$ cat src/sound_pkg.sv
//----------------------------------------------------------------------------
// shared DSP opcodes, FM register indices and management map; only the
// four DSP commands and the timer 1 / tone registers are decoded
//----------------------------------------------------------------------------
package sound_pkg;

    // DSP commands written to 22Ch
    typedef enum logic [7:0] {
        DSP_CMD_DAC     = 8'h10,                  // direct 8-bit dac, one byte follows
        DSP_CMD_DMA8    = 8'h14,                  // single-cycle 8-bit dma, length follows
        DSP_CMD_SPK_ON  = 8'hD1,
        DSP_CMD_SPK_OFF = 8'hD3
    } dsp_cmd_e;

    typedef enum logic [2:0] {
        DSP_IDLE,
        DSP_DAC_BYTE,                             // waiting for the dac byte
        DSP_LEN_LO,
        DSP_LEN_HI,
        DSP_DMA_RUN
    } dsp_state_e;

    localparam logic [7:0]  DSP_RESET_ACK       = 8'hAA;
    localparam logic [12:0] PERIOD_80US_RESET   = 13'd2400;  // 80 us at 30 MHz
    localparam logic [15:0] SAMPLE_PERIOD_RESET = 16'd1042;

    localparam logic [8:0]  MGMT_ADDR_SAMPLE_PERIOD = 9'd0;
    localparam logic [8:0]  MGMT_ADDR_80US          = 9'd256;

    // FM register file indices
    localparam logic [7:0]  OPL_REG_TIMER1      = 8'h02;
    localparam logic [7:0]  OPL_REG_CTRL        = 8'h04;
    localparam logic [7:0]  OPL_REG_FNUM_LO     = 8'hA0;
    localparam logic [7:0]  OPL_REG_KEY_FNUM_HI = 8'hB0;
    localparam logic [7:0]  OPL_REG_PAN         = 8'hC0;

    localparam logic [15:0] FM_TONE_LEVEL = 16'h2000;        // square amplitude

endpackage

$ cat src/fm_bus_if.sv
//----------------------------------------------------------------------------
// FM register bus; addr 0 is the index port, 1 the data port
//----------------------------------------------------------------------------
`timescale 1ns/1ps

interface fm_bus_if;

    logic       addr;                             // 0 index, 1 data
    logic [7:0] din;
    logic       we;
    logic [7:0] dout;                             // status on addr 0, FFh on addr 1

    modport host (
        output addr,
        output din,
        output we,
        input  dout
    );

    modport chip (
        input  addr,
        input  din,
        input  we,
        output dout
    );

endinterface

$ cat src/fm_port_arbiter.sv
//----------------------------------------------------------------------------
// 220h+0/1/8/9 and 388h+0/1 share the FM bus; 220h wins, the loser is lost.
// status is only visible in a cycle with no FM write
//----------------------------------------------------------------------------
`timescale 1ns/1ps

module fm_port_arbiter (
    input  logic [3:0] io_address,
    input  logic       io_write,
    input  logic [7:0] io_writedata,
    input  logic [1:0] fm_address,
    input  logic       fm_write,
    input  logic [7:0] fm_writedata,
    input  logic [7:0] dsp_readdata,
    output logic [7:0] io_readdata,
    output logic [7:0] fm_readdata,
    fm_bus_if.host     bus
);

    logic io_we;
    logic fm_we;

    assign io_we = io_write && io_address[2:1] == 2'b00;     // offsets 0,1,8,9
    assign fm_we = fm_write && !fm_address[1] && !io_we;      // 388h+0/1 at lower priority

    assign bus.we   = io_we || fm_we;
    assign bus.addr = io_we ? io_address[0] : (fm_we ? fm_address[0] : 1'b0);  // idle on status
    assign bus.din  = io_we ? io_writedata : fm_writedata;

    assign io_readdata = (io_address == 4'h8) ? bus.dout : dsp_readdata;
    assign fm_readdata = (fm_address == 2'd0) ? bus.dout : 8'hFF;

endmodule

$ cat src/opl_timer_tone.sv
//----------------------------------------------------------------------------
// FM chip stand-in: register file, timer 1 and one panned square voice;
// no operators, no timer 2, and a period_80us of 0 gives a slow tick
//----------------------------------------------------------------------------
`timescale 1ns/1ps

module opl_timer_tone (
    input  logic        clk,
    input  logic        rst_n,
    input  logic [12:0] period_80us,
    fm_bus_if.chip      bus,
    output logic [15:0] fm_l,
    output logic [15:0] fm_r
);
    import sound_pkg::*;

    logic [7:0]  index;                           // last value at the index port
    logic [7:0]  t1_preset;
    logic [7:0]  t1_count;
    logic        t1_run;
    logic        t1_flag;
    logic [9:0]  fnum;
    logic        key_on;
    logic [1:0]  pan;                             // C0h bits 5:4, right/left
    logic [12:0] tick_cnt;
    logic        tick;
    logic [9:0]  half_cnt;
    logic        phase;                           // 1 is the negative half
    logic        data_wr;
    logic [15:0] level;

    assign data_wr = bus.we && bus.addr;

    //------------------------------------------------------------------------
    // register file
    //------------------------------------------------------------------------
    always_ff @(posedge clk or negedge rst_n) begin
        if (!rst_n) begin
            index     <= '0;
            t1_preset <= '0;
            t1_run    <= 1'b0;
            fnum      <= '0;
            key_on    <= 1'b0;
            pan       <= '0;
        end else if (bus.we && !bus.addr) begin
            index <= bus.din;
        end else if (data_wr) begin
            case (index)
                OPL_REG_TIMER1: t1_preset <= bus.din;
                OPL_REG_CTRL: begin
                    if (!bus.din[7]) t1_run <= bus.din[0];   // bit 7 write only clears
                end
                OPL_REG_FNUM_LO: fnum[7:0] <= bus.din;
                OPL_REG_KEY_FNUM_HI: begin
                    key_on    <= bus.din[5];
                    fnum[9:8] <= bus.din[1:0];
                end
                OPL_REG_PAN: pan <= bus.din[5:4];
                default: ;                        // unmodelled register
            endcase
        end
    end

    // 80 us tick
    assign tick = tick_cnt == '0;

    always_ff @(posedge clk or negedge rst_n) begin
        if (!rst_n) tick_cnt <= '0;
        else if (tick) tick_cnt <= period_80us - 13'd1;
        else tick_cnt <= tick_cnt - 13'd1;
    end

    // timer 1, held at its preset while stopped
    always_ff @(posedge clk or negedge rst_n) begin
        if (!rst_n) begin
            t1_count <= '0;
            t1_flag  <= 1'b0;
        end else begin
            if (!t1_run) begin
                t1_count <= t1_preset;
            end else if (tick) begin
                if (t1_count == 8'hFF) begin
                    t1_count <= t1_preset;        // overflow, reload
                    t1_flag  <= 1'b1;
                end else begin
                    t1_count <= t1_count + 8'd1;
                end
            end
            if (data_wr && index == OPL_REG_CTRL && bus.din[7]) t1_flag <= 1'b0;
        end
    end

    assign bus.dout = bus.addr ? 8'hFF : {t1_flag, t1_flag, 6'd0};

    //------------------------------------------------------------------------
    // square voice, fnum+1 cycles per half period
    //------------------------------------------------------------------------
    always_ff @(posedge clk or negedge rst_n) begin
        if (!rst_n) begin
            half_cnt <= '0;
            phase    <= 1'b0;
        end else if (!key_on) begin
            half_cnt <= '0;
            phase    <= 1'b0;
        end else if (half_cnt == fnum) begin
            half_cnt <= '0;
            phase    <= !phase;
        end else begin
            half_cnt <= half_cnt + 10'd1;
        end
    end

    assign level = !key_on ? 16'd0 : (phase ? -FM_TONE_LEVEL : FM_TONE_LEVEL);
    assign fm_l  = pan[0] ? level : 16'd0;
    assign fm_r  = pan[1] ? level : 16'd0;

endmodule

$ cat src/sound.sv
//----------------------------------------------------------------------------
// sound card top with the DSP at 220h and FM at 220h/388h; one clock only
// and no MPU-401
//----------------------------------------------------------------------------
`timescale 1ns/1ps

module sound (
    input  logic        clk,
    input  logic        rst_n,
    output logic        irq,
    input  logic [3:0]  io_address,
    input  logic        io_read,
    input  logic        io_write,
    input  logic [7:0]  io_writedata,
    output logic [7:0]  io_readdata,
    input  logic [1:0]  fm_address,
    input  logic        fm_read,
    input  logic        fm_write,
    input  logic [7:0]  fm_writedata,
    output logic [7:0]  fm_readdata,
    output logic        dma_soundblaster_req,
    input  logic        dma_soundblaster_ack,
    input  logic        dma_soundblaster_terminal,
    input  logic [7:0]  dma_soundblaster_readdata,
    output logic [15:0] sample_l,
    output logic [15:0] sample_r,
    input  logic [8:0]  mgmt_address,
    input  logic        mgmt_write,
    input  logic [31:0] mgmt_writedata
);
    import sound_pkg::*;

    logic [12:0] period_80us;                     // clk cycles per timer tick
    logic [7:0]  dsp_readdata;
    logic        sample_disabled;
    logic        sample_do;
    logic [7:0]  sample_value;
    logic [15:0] fm_l;
    logic [15:0] fm_r;

    fm_bus_if fm_bus ();

    always_ff @(posedge clk or negedge rst_n) begin
        if (!rst_n) begin
            period_80us <= PERIOD_80US_RESET;
        end else if (mgmt_write && mgmt_address == MGMT_ADDR_80US) begin
            period_80us <= mgmt_writedata[12:0];
        end
    end

    //------------------------------------------------------------------------
    // blocks
    //------------------------------------------------------------------------
    sound_dsp i_dsp (
        .clk             (clk),
        .rst_n           (rst_n),
        .io_address      (io_address),
        .io_read         (io_read),
        .io_write        (io_write),
        .io_writedata    (io_writedata),
        .dsp_readdata    (dsp_readdata),
        .irq             (irq),
        .dma_req         (dma_soundblaster_req),
        .dma_ack         (dma_soundblaster_ack),
        .dma_terminal    (dma_soundblaster_terminal),
        .dma_readdata    (dma_soundblaster_readdata),
        .mgmt_address    (mgmt_address),
        .mgmt_write      (mgmt_write),
        .mgmt_writedata  (mgmt_writedata),
        .sample_disabled (sample_disabled),
        .sample_do       (sample_do),
        .sample_value    (sample_value)
    );

    fm_port_arbiter i_arbiter (
        .io_address   (io_address),
        .io_write     (io_write),
        .io_writedata (io_writedata),
        .fm_address   (fm_address),
        .fm_write     (fm_write),
        .fm_writedata (fm_writedata),
        .dsp_readdata (dsp_readdata),
        .io_readdata  (io_readdata),
        .fm_readdata  (fm_readdata),
        .bus          (fm_bus.host)
    );

    opl_timer_tone i_opl (
        .clk         (clk),
        .rst_n       (rst_n),
        .period_80us (period_80us),
        .bus         (fm_bus.chip),
        .fm_l        (fm_l),
        .fm_r        (fm_r)
    );

    sound_mixer i_mixer (
        .clk             (clk),
        .rst_n           (rst_n),
        .sample_disabled (sample_disabled),
        .sample_do       (sample_do),
        .sample_value    (sample_value),
        .fm_l            (fm_l),
        .fm_r            (fm_r),
        .sample_l        (sample_l),
        .sample_r        (sample_r)
    );

endmodule

$ cat src/sound_dsp.sv
//----------------------------------------------------------------------------
// DSP at 220h: reset handshake, direct dac, speaker and single-cycle dma8;
// commands other than 10h/14h/D1h/D3h are ignored, none accepted during dma
//----------------------------------------------------------------------------
`timescale 1ns/1ps

module sound_dsp (
    input  logic        clk,
    input  logic        rst_n,
    input  logic [3:0]  io_address,
    input  logic        io_read,
    input  logic        io_write,
    input  logic [7:0]  io_writedata,
    output logic [7:0]  dsp_readdata,
    output logic        irq,
    output logic        dma_req,
    input  logic        dma_ack,
    input  logic        dma_terminal,
    input  logic [7:0]  dma_readdata,
    input  logic [8:0]  mgmt_address,
    input  logic        mgmt_write,
    input  logic [31:0] mgmt_writedata,
    output logic        sample_disabled,
    output logic        sample_do,
    output logic [7:0]  sample_value
);
    import sound_pkg::*;

    dsp_state_e  state;
    logic        speaker_on;
    logic        reset_armed;                     // 1 seen at offset 6
    logic        read_ready;                      // AAh waiting at offset A
    logic [15:0] sample_period;                   // clk cycles between requests
    logic [15:0] period_cnt;
    logic [15:0] dma_left;                        // bytes still due after this one
    logic        cmd_wr;
    logic        reset_wr;
    logic        take_dac;
    logic        take_dma;

    assign cmd_wr   = io_write && io_address == 4'hC;
    assign reset_wr = io_write && io_address == 4'h6;
    assign take_dac = cmd_wr && state == DSP_DAC_BYTE;
    assign take_dma = dma_req && dma_ack;

    assign sample_disabled = !speaker_on;

    always_ff @(posedge clk or negedge rst_n) begin
        if (!rst_n) begin
            sample_period <= SAMPLE_PERIOD_RESET;
        end else if (mgmt_write && mgmt_address == MGMT_ADDR_SAMPLE_PERIOD) begin
            sample_period <= mgmt_writedata[15:0];
        end
    end

    // sample byte, from the dac write or the dma ack
    always_ff @(posedge clk) begin
        if (take_dac) begin
            sample_value <= io_writedata;
        end else if (take_dma) begin
            sample_value <= dma_readdata;
        end
    end

    //------------------------------------------------------------------------
    // command sequencer
    //------------------------------------------------------------------------
    always_ff @(posedge clk or negedge rst_n) begin
        if (!rst_n) begin
            state       <= DSP_IDLE;
            speaker_on  <= 1'b0;
            reset_armed <= 1'b0;
            read_ready  <= 1'b0;
            irq         <= 1'b0;
            dma_req     <= 1'b0;
            sample_do   <= 1'b0;
            period_cnt  <= '0;
            dma_left    <= '0;
        end else begin
            sample_do <= speaker_on && (take_dac || take_dma);   // muted bytes dropped
            if (io_read && io_address == 4'hA) read_ready <= 1'b0;
            if (io_read && io_address == 4'hE) irq <= 1'b0;     // irq ack
            if (reset_wr) reset_armed <= io_writedata[0];

            if (reset_wr && reset_armed && !io_writedata[0]) begin
                read_ready <= 1'b1;               // 1 then 0 completes the reset
                state      <= DSP_IDLE;
                dma_req    <= 1'b0;
            end else begin
                unique case (state)
                    DSP_IDLE: begin
                        if (cmd_wr) begin
                            case (dsp_cmd_e'(io_writedata))
                                DSP_CMD_DAC:     state <= DSP_DAC_BYTE;
                                DSP_CMD_DMA8:    state <= DSP_LEN_LO;
                                DSP_CMD_SPK_ON:  speaker_on <= 1'b1;
                                DSP_CMD_SPK_OFF: speaker_on <= 1'b0;
                                default:         state <= DSP_IDLE;
                            endcase
                        end
                    end
                    DSP_DAC_BYTE: begin
                        if (cmd_wr) state <= DSP_IDLE;    // byte taken via take_dac
                    end
                    DSP_LEN_LO: begin
                        if (cmd_wr) begin
                            dma_left[7:0] <= io_writedata;
                            state         <= DSP_LEN_HI;
                        end
                    end
                    DSP_LEN_HI: begin
                        if (cmd_wr) begin
                            dma_left[15:8] <= io_writedata;
                            period_cnt     <= sample_period;
                            state          <= DSP_DMA_RUN;
                        end
                    end
                    DSP_DMA_RUN: begin
                        if (take_dma) begin
                            dma_req    <= 1'b0;
                            period_cnt <= sample_period;   // pacing restarts at the ack
                            dma_left   <= dma_left - 16'd1;
                            if (dma_left == '0 || dma_terminal) begin
                                state <= DSP_IDLE;
                                irq   <= 1'b1;
                            end
                        end else if (!dma_req) begin
                            if (period_cnt == '0) dma_req <= 1'b1;
                            else period_cnt <= period_cnt - 16'd1;
                        end
                    end
                    default: state <= DSP_IDLE;
                endcase
            end
        end
    end

    always_comb begin
        case (io_address)
            4'hA:    dsp_readdata = read_ready ? DSP_RESET_ACK : 8'hFF;
            4'hC:    dsp_readdata = 8'h00;        // write buffer always free
            4'hE:    dsp_readdata = {read_ready, 7'h7F};
            default: dsp_readdata = 8'hFF;
        endcase
    end

    a_no_req_idle: assert property (@(posedge clk) disable iff (!rst_n)
        state == DSP_IDLE |-> !dma_req);
    a_no_sample_muted: assert property (@(posedge clk) disable iff (!rst_n)
        sample_do |-> !sample_disabled);

endmodule

$ cat src/sound_mixer.sv
//----------------------------------------------------------------------------
// DSP quarter plus FM half per channel; the sum wraps, it does not saturate
//----------------------------------------------------------------------------
`timescale 1ns/1ps

module sound_mixer (
    input  logic        clk,
    input  logic        rst_n,
    input  logic        sample_disabled,
    input  logic        sample_do,
    input  logic [7:0]  sample_value,
    input  logic [15:0] fm_l,
    input  logic [15:0] fm_r,
    output logic [15:0] sample_l,
    output logic [15:0] sample_r
);

    logic [15:0] sample_dsp;                      // signed, byte repeated low
    logic [15:0] dsp_quarter;

    always_ff @(posedge clk or negedge rst_n) begin
        if (!rst_n) begin
            sample_dsp <= '0;
        end else if (sample_disabled) begin
            sample_dsp <= '0;                     // speaker off is silence
        end else if (sample_do) begin
            sample_dsp <= {~sample_value[7], sample_value[6:0], sample_value};
        end
    end

    assign dsp_quarter = {{2{sample_dsp[15]}}, sample_dsp[15:2]};

    assign sample_l = dsp_quarter + {fm_l[15], fm_l[15:1]};
    assign sample_r = dsp_quarter + {fm_r[15], fm_r[15:1]};

endmodule

$ cat config.mk
export PLATFORM = sky130hd
export DESIGN_NAME = sound
export DESIGN_NICKNAME = d
export VERILOG_FILES = /design/src/sound_pkg.sv /design/src/fm_bus_if.sv /design/src/fm_port_arbiter.sv /design/src/opl_timer_tone.sv /design/src/sound.sv /design/src/sound_dsp.sv /design/src/sound_mixer.sv
export SDC_FILE = /design/constraint.sdc
export NUM_CORES = 1
export LEC_CHECK = 0
export ABC_AREA = 1
export BUFFER_PORTS_ARGS = -buffer_cell sky130_fd_sc_hd__buf_2
export CAP_MARGIN = 20
export CORE_UTILIZATION = 50
export DETAILED_ROUTE_END_ITERATION = 6
export PLACE_DENSITY = 0.71
export SLEW_MARGIN = 40
export SYNTH_ARGS = -nofsm -noshare
export SYNTH_HDL_FRONTEND = slang
export SYNTH_HIERARCHICAL = 1
export SYNTH_SLANG_ARGS = --single-unit
$ cat constraint.sdc
create_clock -name clk -period 3 [get_ports clk]
set_input_delay 0.3 -clock clk [delete_from_list [all_inputs] [get_ports clk]]
set_output_delay 0.3 -clock clk [all_outputs]
set_load 0.05 [all_outputs]
==> results of run 1 <==
-- final timing paths --
| kind | startpoint | to | slack [ns] | cells after the start |
|---|---|---|---|---|
| min | mgmt_writedata[15] | i_dsp/sample_period[15] | 0.08 | 3 |
| min in group asynchronous | rst_n | i_mixer/sample_dsp[10] | 0.44 | 2 |
| max in group asynchronous | rst_n | i_dsp/dma_left[13] | 1.69 | 3 |
| max | i_opl/key_on | sample_r[15] | 0.31 | 11 |
| max reg2reg | i_dsp/state[1] | i_dsp/period_cnt[12] | 0.72 | 11 |
| min reg2reg | i_dsp/sample_value[1] | i_mixer/sample_dsp[9] | 0.48 | 2 |
-- worst max-delay path: stages, from the launching register on --
cell	delay (ns)
dfrtp_1	0.46
nand2_1	0.10
nor2_1	0.22
ha_1	0.34
nand2_1	0.14
inv_1	0.05
nand2_1	0.06
nand2_1	0.04
a21oi_1	0.15
nand3_1	0.09
nand2_1	0.06
buf_2	0.25
-- report_power, final --
| group | internal [mW] | switching, mW |
|---|---|---|
| clock network | 1.33 | 0.870 |
| registers | 2.39 | 0.336 |
| logic | 0.575 | 1.15 |
-- registers in the layout, indices dropped and copies added, names as in the netlist, 9 cells and up --
name	flops
i_opl/tick_cnt	13
i_opl/half_cnt	10
period_80us	13
i_opl/fnum	10
i_dsp/dma_left	16
i_mixer/sample_dsp	9
i_dsp/period_cnt	16
i_dsp/sample_period	16
-- area by class of cell --
| cell class | count | area (sq um) |
|---|---|---|
| antenna | 1 | 2.502 |
| tap | 275 | 344.1 |
| clock buffer | 20 | 478.0 |
| multi-input combinational | 1162 | 5827 |
| inverter | 260 | 975.9 |
| fill | 2041 | 9095 |
| sequential | 150 | 3802 |
| timing repair buffer | 119 | 621.8 |
| clock inverter | 12 | 140.1 |
-- layer usage --
metal | wire length, um | global-route usage | vias up
met1 | 11390 | 0.3017 | 4563
li1 | - | - | 5176
met2 | 12170 | 0.3988 | 224
met3 | 1126 | 0.03424 | 44
met4 | 515 | 0.07626 | 4
met5 | 21 | 0 | -
-- per-stage QoR --
step / std cells / total power, mW / setup WS (ns) / util / hold WS, ns
6_report: 1999 / 6.659 / 0.3089 / 0.5727 / 0.08204
5_1_grt: 1998 / 7.091 / 0.1218 / 0.5726 / 0.08221
4_1_cts: 1998 / 6.691 / 0.2742 / 0.5726 / 0.07183
3_5_place_dp: 1965 / 4.467 / 0.7181 / 0.5431 / 0.3388
3_3_place_gp: 1965 / 4.412 / 0.7379 / 0.5431 / 0.3441
2_1_floorplan: 1639 / 4.064 / 0.7608 / - / 0.004409
==> metrics, run 1 <==
Vias 10010; most frequent cells in the layout nand2_1, inv_1, dfrtp_1; Skew-Pair Late Insertion Delay 0.43 ns; dpl hpwl 19480 um; DRT antenna net count 0; Ys Warns 6; Post-Syn Area 11010 sq um; HP Class in2reg; cts bufs inserted 17; crit path max fanout 8; Setup Skew 0.006307 ns; cells after synthesis 1616; final hold viol count 0; dpl cell area 11560 sq um; largest net degree at the start of global routing 67; Overflow after GRT 0; CP arrival 2.39 ns; die area 22620 sq um; CTS Buffer Depth 2; Mapped Avg Cell Area 6.815 sq um; CTS tree yes; FP Rows 53; final setup TNS 0 ns; Root Driver clkbuf_16; # IOs 130; most common cell after layout, fill and taps aside nand2_1; Leakage 6.677 nW; fmax 371.6 MHz; Final Cycle Share 0.8970; Pwr Density 546.2 nW/um^2; initial antenna violation count 2; Max Slew Vio Count 0; path type of the worst setup path reg2out; GPL Wtd Cong 0.8900; Slew Limit Headroom 0.5718; Worst setup EP type output port; # DRC 0; WL/cell 12.62 um; drt first-iter violations 644; final wirelength 25220 um; Total GRT Usage 0.2333; status completed; Setup Viol. Count Final 0; number of global-route vias before repair 9036; DR vias/cell 5.008; minimum clock period 2.691 ns; port buffer count 112; Critical Path RT 2.70 ns; Max VDD drop 0.4784 mV; crit start category flip-flop; Design Area, Final 12190 sq um; first-pass iteration count of the detailed router 5; Max Cap Violations 0; CTS Hold Buffers Added 1; unrepaired setup endpoints after global routing no; core area 21290 sq um; Total Nets Final 1827; Die Ht 150.4 um; CTS clk-pin slew, worst paths 0.06 ns; first-pass GRT wire length 41860 um; worst slew pin tran 0.6423 ns; postcts setup bufs 0; starting density of the core 0.5174; H-tree Lvls 4; Die Wd 150.4 um; Syn-to-layout area delta 10.70%; Sink Count 150; PostCTS Resize Cnt 0; layout cells sized above 1 0.1509
No activity file was read; power rests on OpenSTA's default activity.
==> inputs of run 2 (changes only) <==
- ABC_AREA: 1 -> default
- PLACE_DENSITY: 0.71 -> 0.72
- REMOVE_ABC_BUFFERS: default -> 1
==> run 2 against run 1 <==
Via count shrank 21%. Area after synthesis shrank 12%. Hold slack gained 0.022 ns. Critical path type unchanged. Synthesized cell count shrank 39%. Design area shrank 9.2%. Setup slack lost 0.14 ns. Clock skew grew 0.0089 ns. Final cell count shrank 32%.
==> metrics, run 2 <==
cts bufs inserted 17 (unchanged); starting density of the core 0.5150 (-0.002402); status completed; dpl cell area 10430 sq um (-9.7%); final hold viol count 0 (unchanged); Total GRT Usage 0.2424 (+0.009062); CTS clk-pin slew, worst paths 0.06 ns (about the same); crit start category flip-flop; Total Nets Final 1204 (-34%); Hold WS 0.1044 ns (+0.02239 ns); Sink Count 150 (unchanged); final wirelength 22970 um (-8.9%); WHS Path Cells 2 (-1); Post-Syn Area 9729 sq um (-12%); die area 20020 sq um (-12%); Mapped Avg Cell Area 9.888 sq um (+45%); Crit path largest cell delay 0.43 ns (-0.03 ns); Setup Viol. Count Final 0 (unchanged); GPL Wtd Cong 0.8457 (-5.0%); WP buf/inv 1 (-1); crit path max fanout 8 (unchanged); Critical Path RT 2.70 ns (about the same); Leakage 4.991 nW (-25%); DRT antenna net count 0 (unchanged); HP Class in2reg; CTS Buffer Depth 2 (unchanged); Register-to-Register Path Depth 7 (-4); Final Cycle Share 0.9443 (+0.04721); Die Ht 141.5 um (-5.9%); Net Sw Power 1.920 mW (-19%); power share of the sequential group 0.434 (+0.024); Skew-Pair Late Insertion Delay 0.43 ns (about the same); Comb power frac 0.194 (-0.066); first-pass iteration count of the detailed router 5 (unchanged); Max Cap Violations 0 (unchanged); unrepaired setup endpoints after global routing no; Slew Limit Headroom 0.4976 (-0.07415); Ys Warns 6 (unchanged); cells along the critical path and3_1, ha_1, a21oi_1, o21ai_0, or2_1, o21ai_1, xnor2_1, buf_2; worst slew pin tran 0.7467 ns (+0.1043 ns); path type of the worst setup path reg2out; Total Power 5.956 mW (-11%); clock network power share 0.372 (+0.042); first-pass GRT wire length 38430 um (-8.2%); biggest registers after layout i_dsp/dma_left: 16 flops, i_dsp/period_cnt: 16 flops, i_dsp/sample_period: 16 flops; number of global-route vias before repair 7610 (-16%); postcts setup bufs 0 (unchanged); FP Rows 50 (-5.7%); CP delay by family, top compound AO/OA/AOI/OAI gates; most frequent cells in the layout dfrtp_1, buf_2, mux2_2; core area 18890 sq um (-11%); minimum clock period 2.833 ns (+0.1416 ns); cells after synthesis 984 (-39%); WP depth 8 (-3); Die Wd 141.5 um (-5.9%); largest net degree at the start of global routing 65 (-3.0%); CTS tree yes; Setup Skew 0.01517 ns (+0.008864 ns); Pint 4.036 mW (-6.1%); switching share of power 0.3224 (-0.03209); initial antenna violation count 3 (+1); Worst setup EP type output port; H-tree Lvls 4 (unchanged); layout cells sized above 1 0.2618 (+0.1109); fmax 353.0 MHz (-5.0%); # DRC 0 (unchanged); Max Slew Vio Count 0 (unchanged); WL/cell 16.87 um (+34%); Vias 7936 (-21%); dpl hpwl 16890 um (-13%); Overflow after GRT 0 (unchanged); Root Driver clkbuf_16; Pwr Density 538.1 nW/um^2 (-1.5%); final setup TNS 0 ns (unchanged); DR vias/cell 5.827 (+16%); Design Area, Final 11070 sq um (-9.2%); Max VDD drop 0.4234 mV (-11%); drt first-iter violations 442 (-31%); # IOs 130 (unchanged); Slowest-stage cell, CP dfrtp_1; CP arrival 2.53 ns (+0.14 ns); Syn-to-layout area delta 13.77%; port buffer count 112 (unchanged); most common cell after layout, fill and taps aside dfrtp_1
## run 2: final cells by class
class / instances / area (sq um)
timing repair buffer: 135 / 754.5
inverter: 33 / 123.9
multi-input combinational: 750 / 5438
fill: 1661 / 7824
tap: 260 / 325.3
sequential: 150 / 3802
clock inverter: 13 / 156.4
clock buffer: 19 / 464.2
antenna: 2 / 5.005
## run 2: repair_timing
action                    4_1_cts  5_1_grt
resized for setup               0        0
hold buffers                    1        0
hold endpoints to repair       48        0
## run 2: worst paths after layout
path                                           end             startpoint  slack (ns)
hold reg to reg             i_mixer/sample_dsp[14]  i_dsp/sample_value[6]        0.49
setup reg to reg               i_dsp/period_cnt[8]    i_dsp/period_cnt[0]        0.18
hold / removal             i_dsp/sample_period[15]     mgmt_writedata[15]        0.10
min in group asynchronous    i_mixer/sample_dsp[7]                  rst_n        0.39
setup / recovery                      sample_r[14]           i_opl/key_on        0.17
max in group asynchronous           period_80us[6]                  rst_n        1.79
## run 2: through the flow
| stage | worst slack (ns) | instances | util |
|---|---|---|---|
| detailed placement | 0.2130 | 1327 | 0.5523 |
| CTS | 0.1784 | 1360 | 0.5856 |
| global placement | 0.2727 | 1327 | 0.5523 |
| finish | 0.1672 | 1362 | 0.5859 |
| floorplan | -0.5295 | 933 | - |
| global route | 0.008851 | 1362 | 0.5859 |
## run 2: routing by layer
layer	global-route usage	share of wire	up-vias
met5	0	0.00061	-
met4	0.06735	0.014	2
met3	0.05501	0.055	25
met2	0.3966	0.47	203
met1	0.3230	0.46	3916
li1	-	-	3790
## run 2: power groups by stage
stage / combinational, mW / clock (mW) / sequential (mW)
floorplan: 0.809 / 0 / 2.55
global placement: 1.10 / 0 / 2.60
detailed placement: 1.15 / 0 / 2.61
CTS: 1.15 / 2.25 / 2.57
global route: 1.30 / 2.33 / 2.63
finish: 1.16 / 2.21 / 2.58
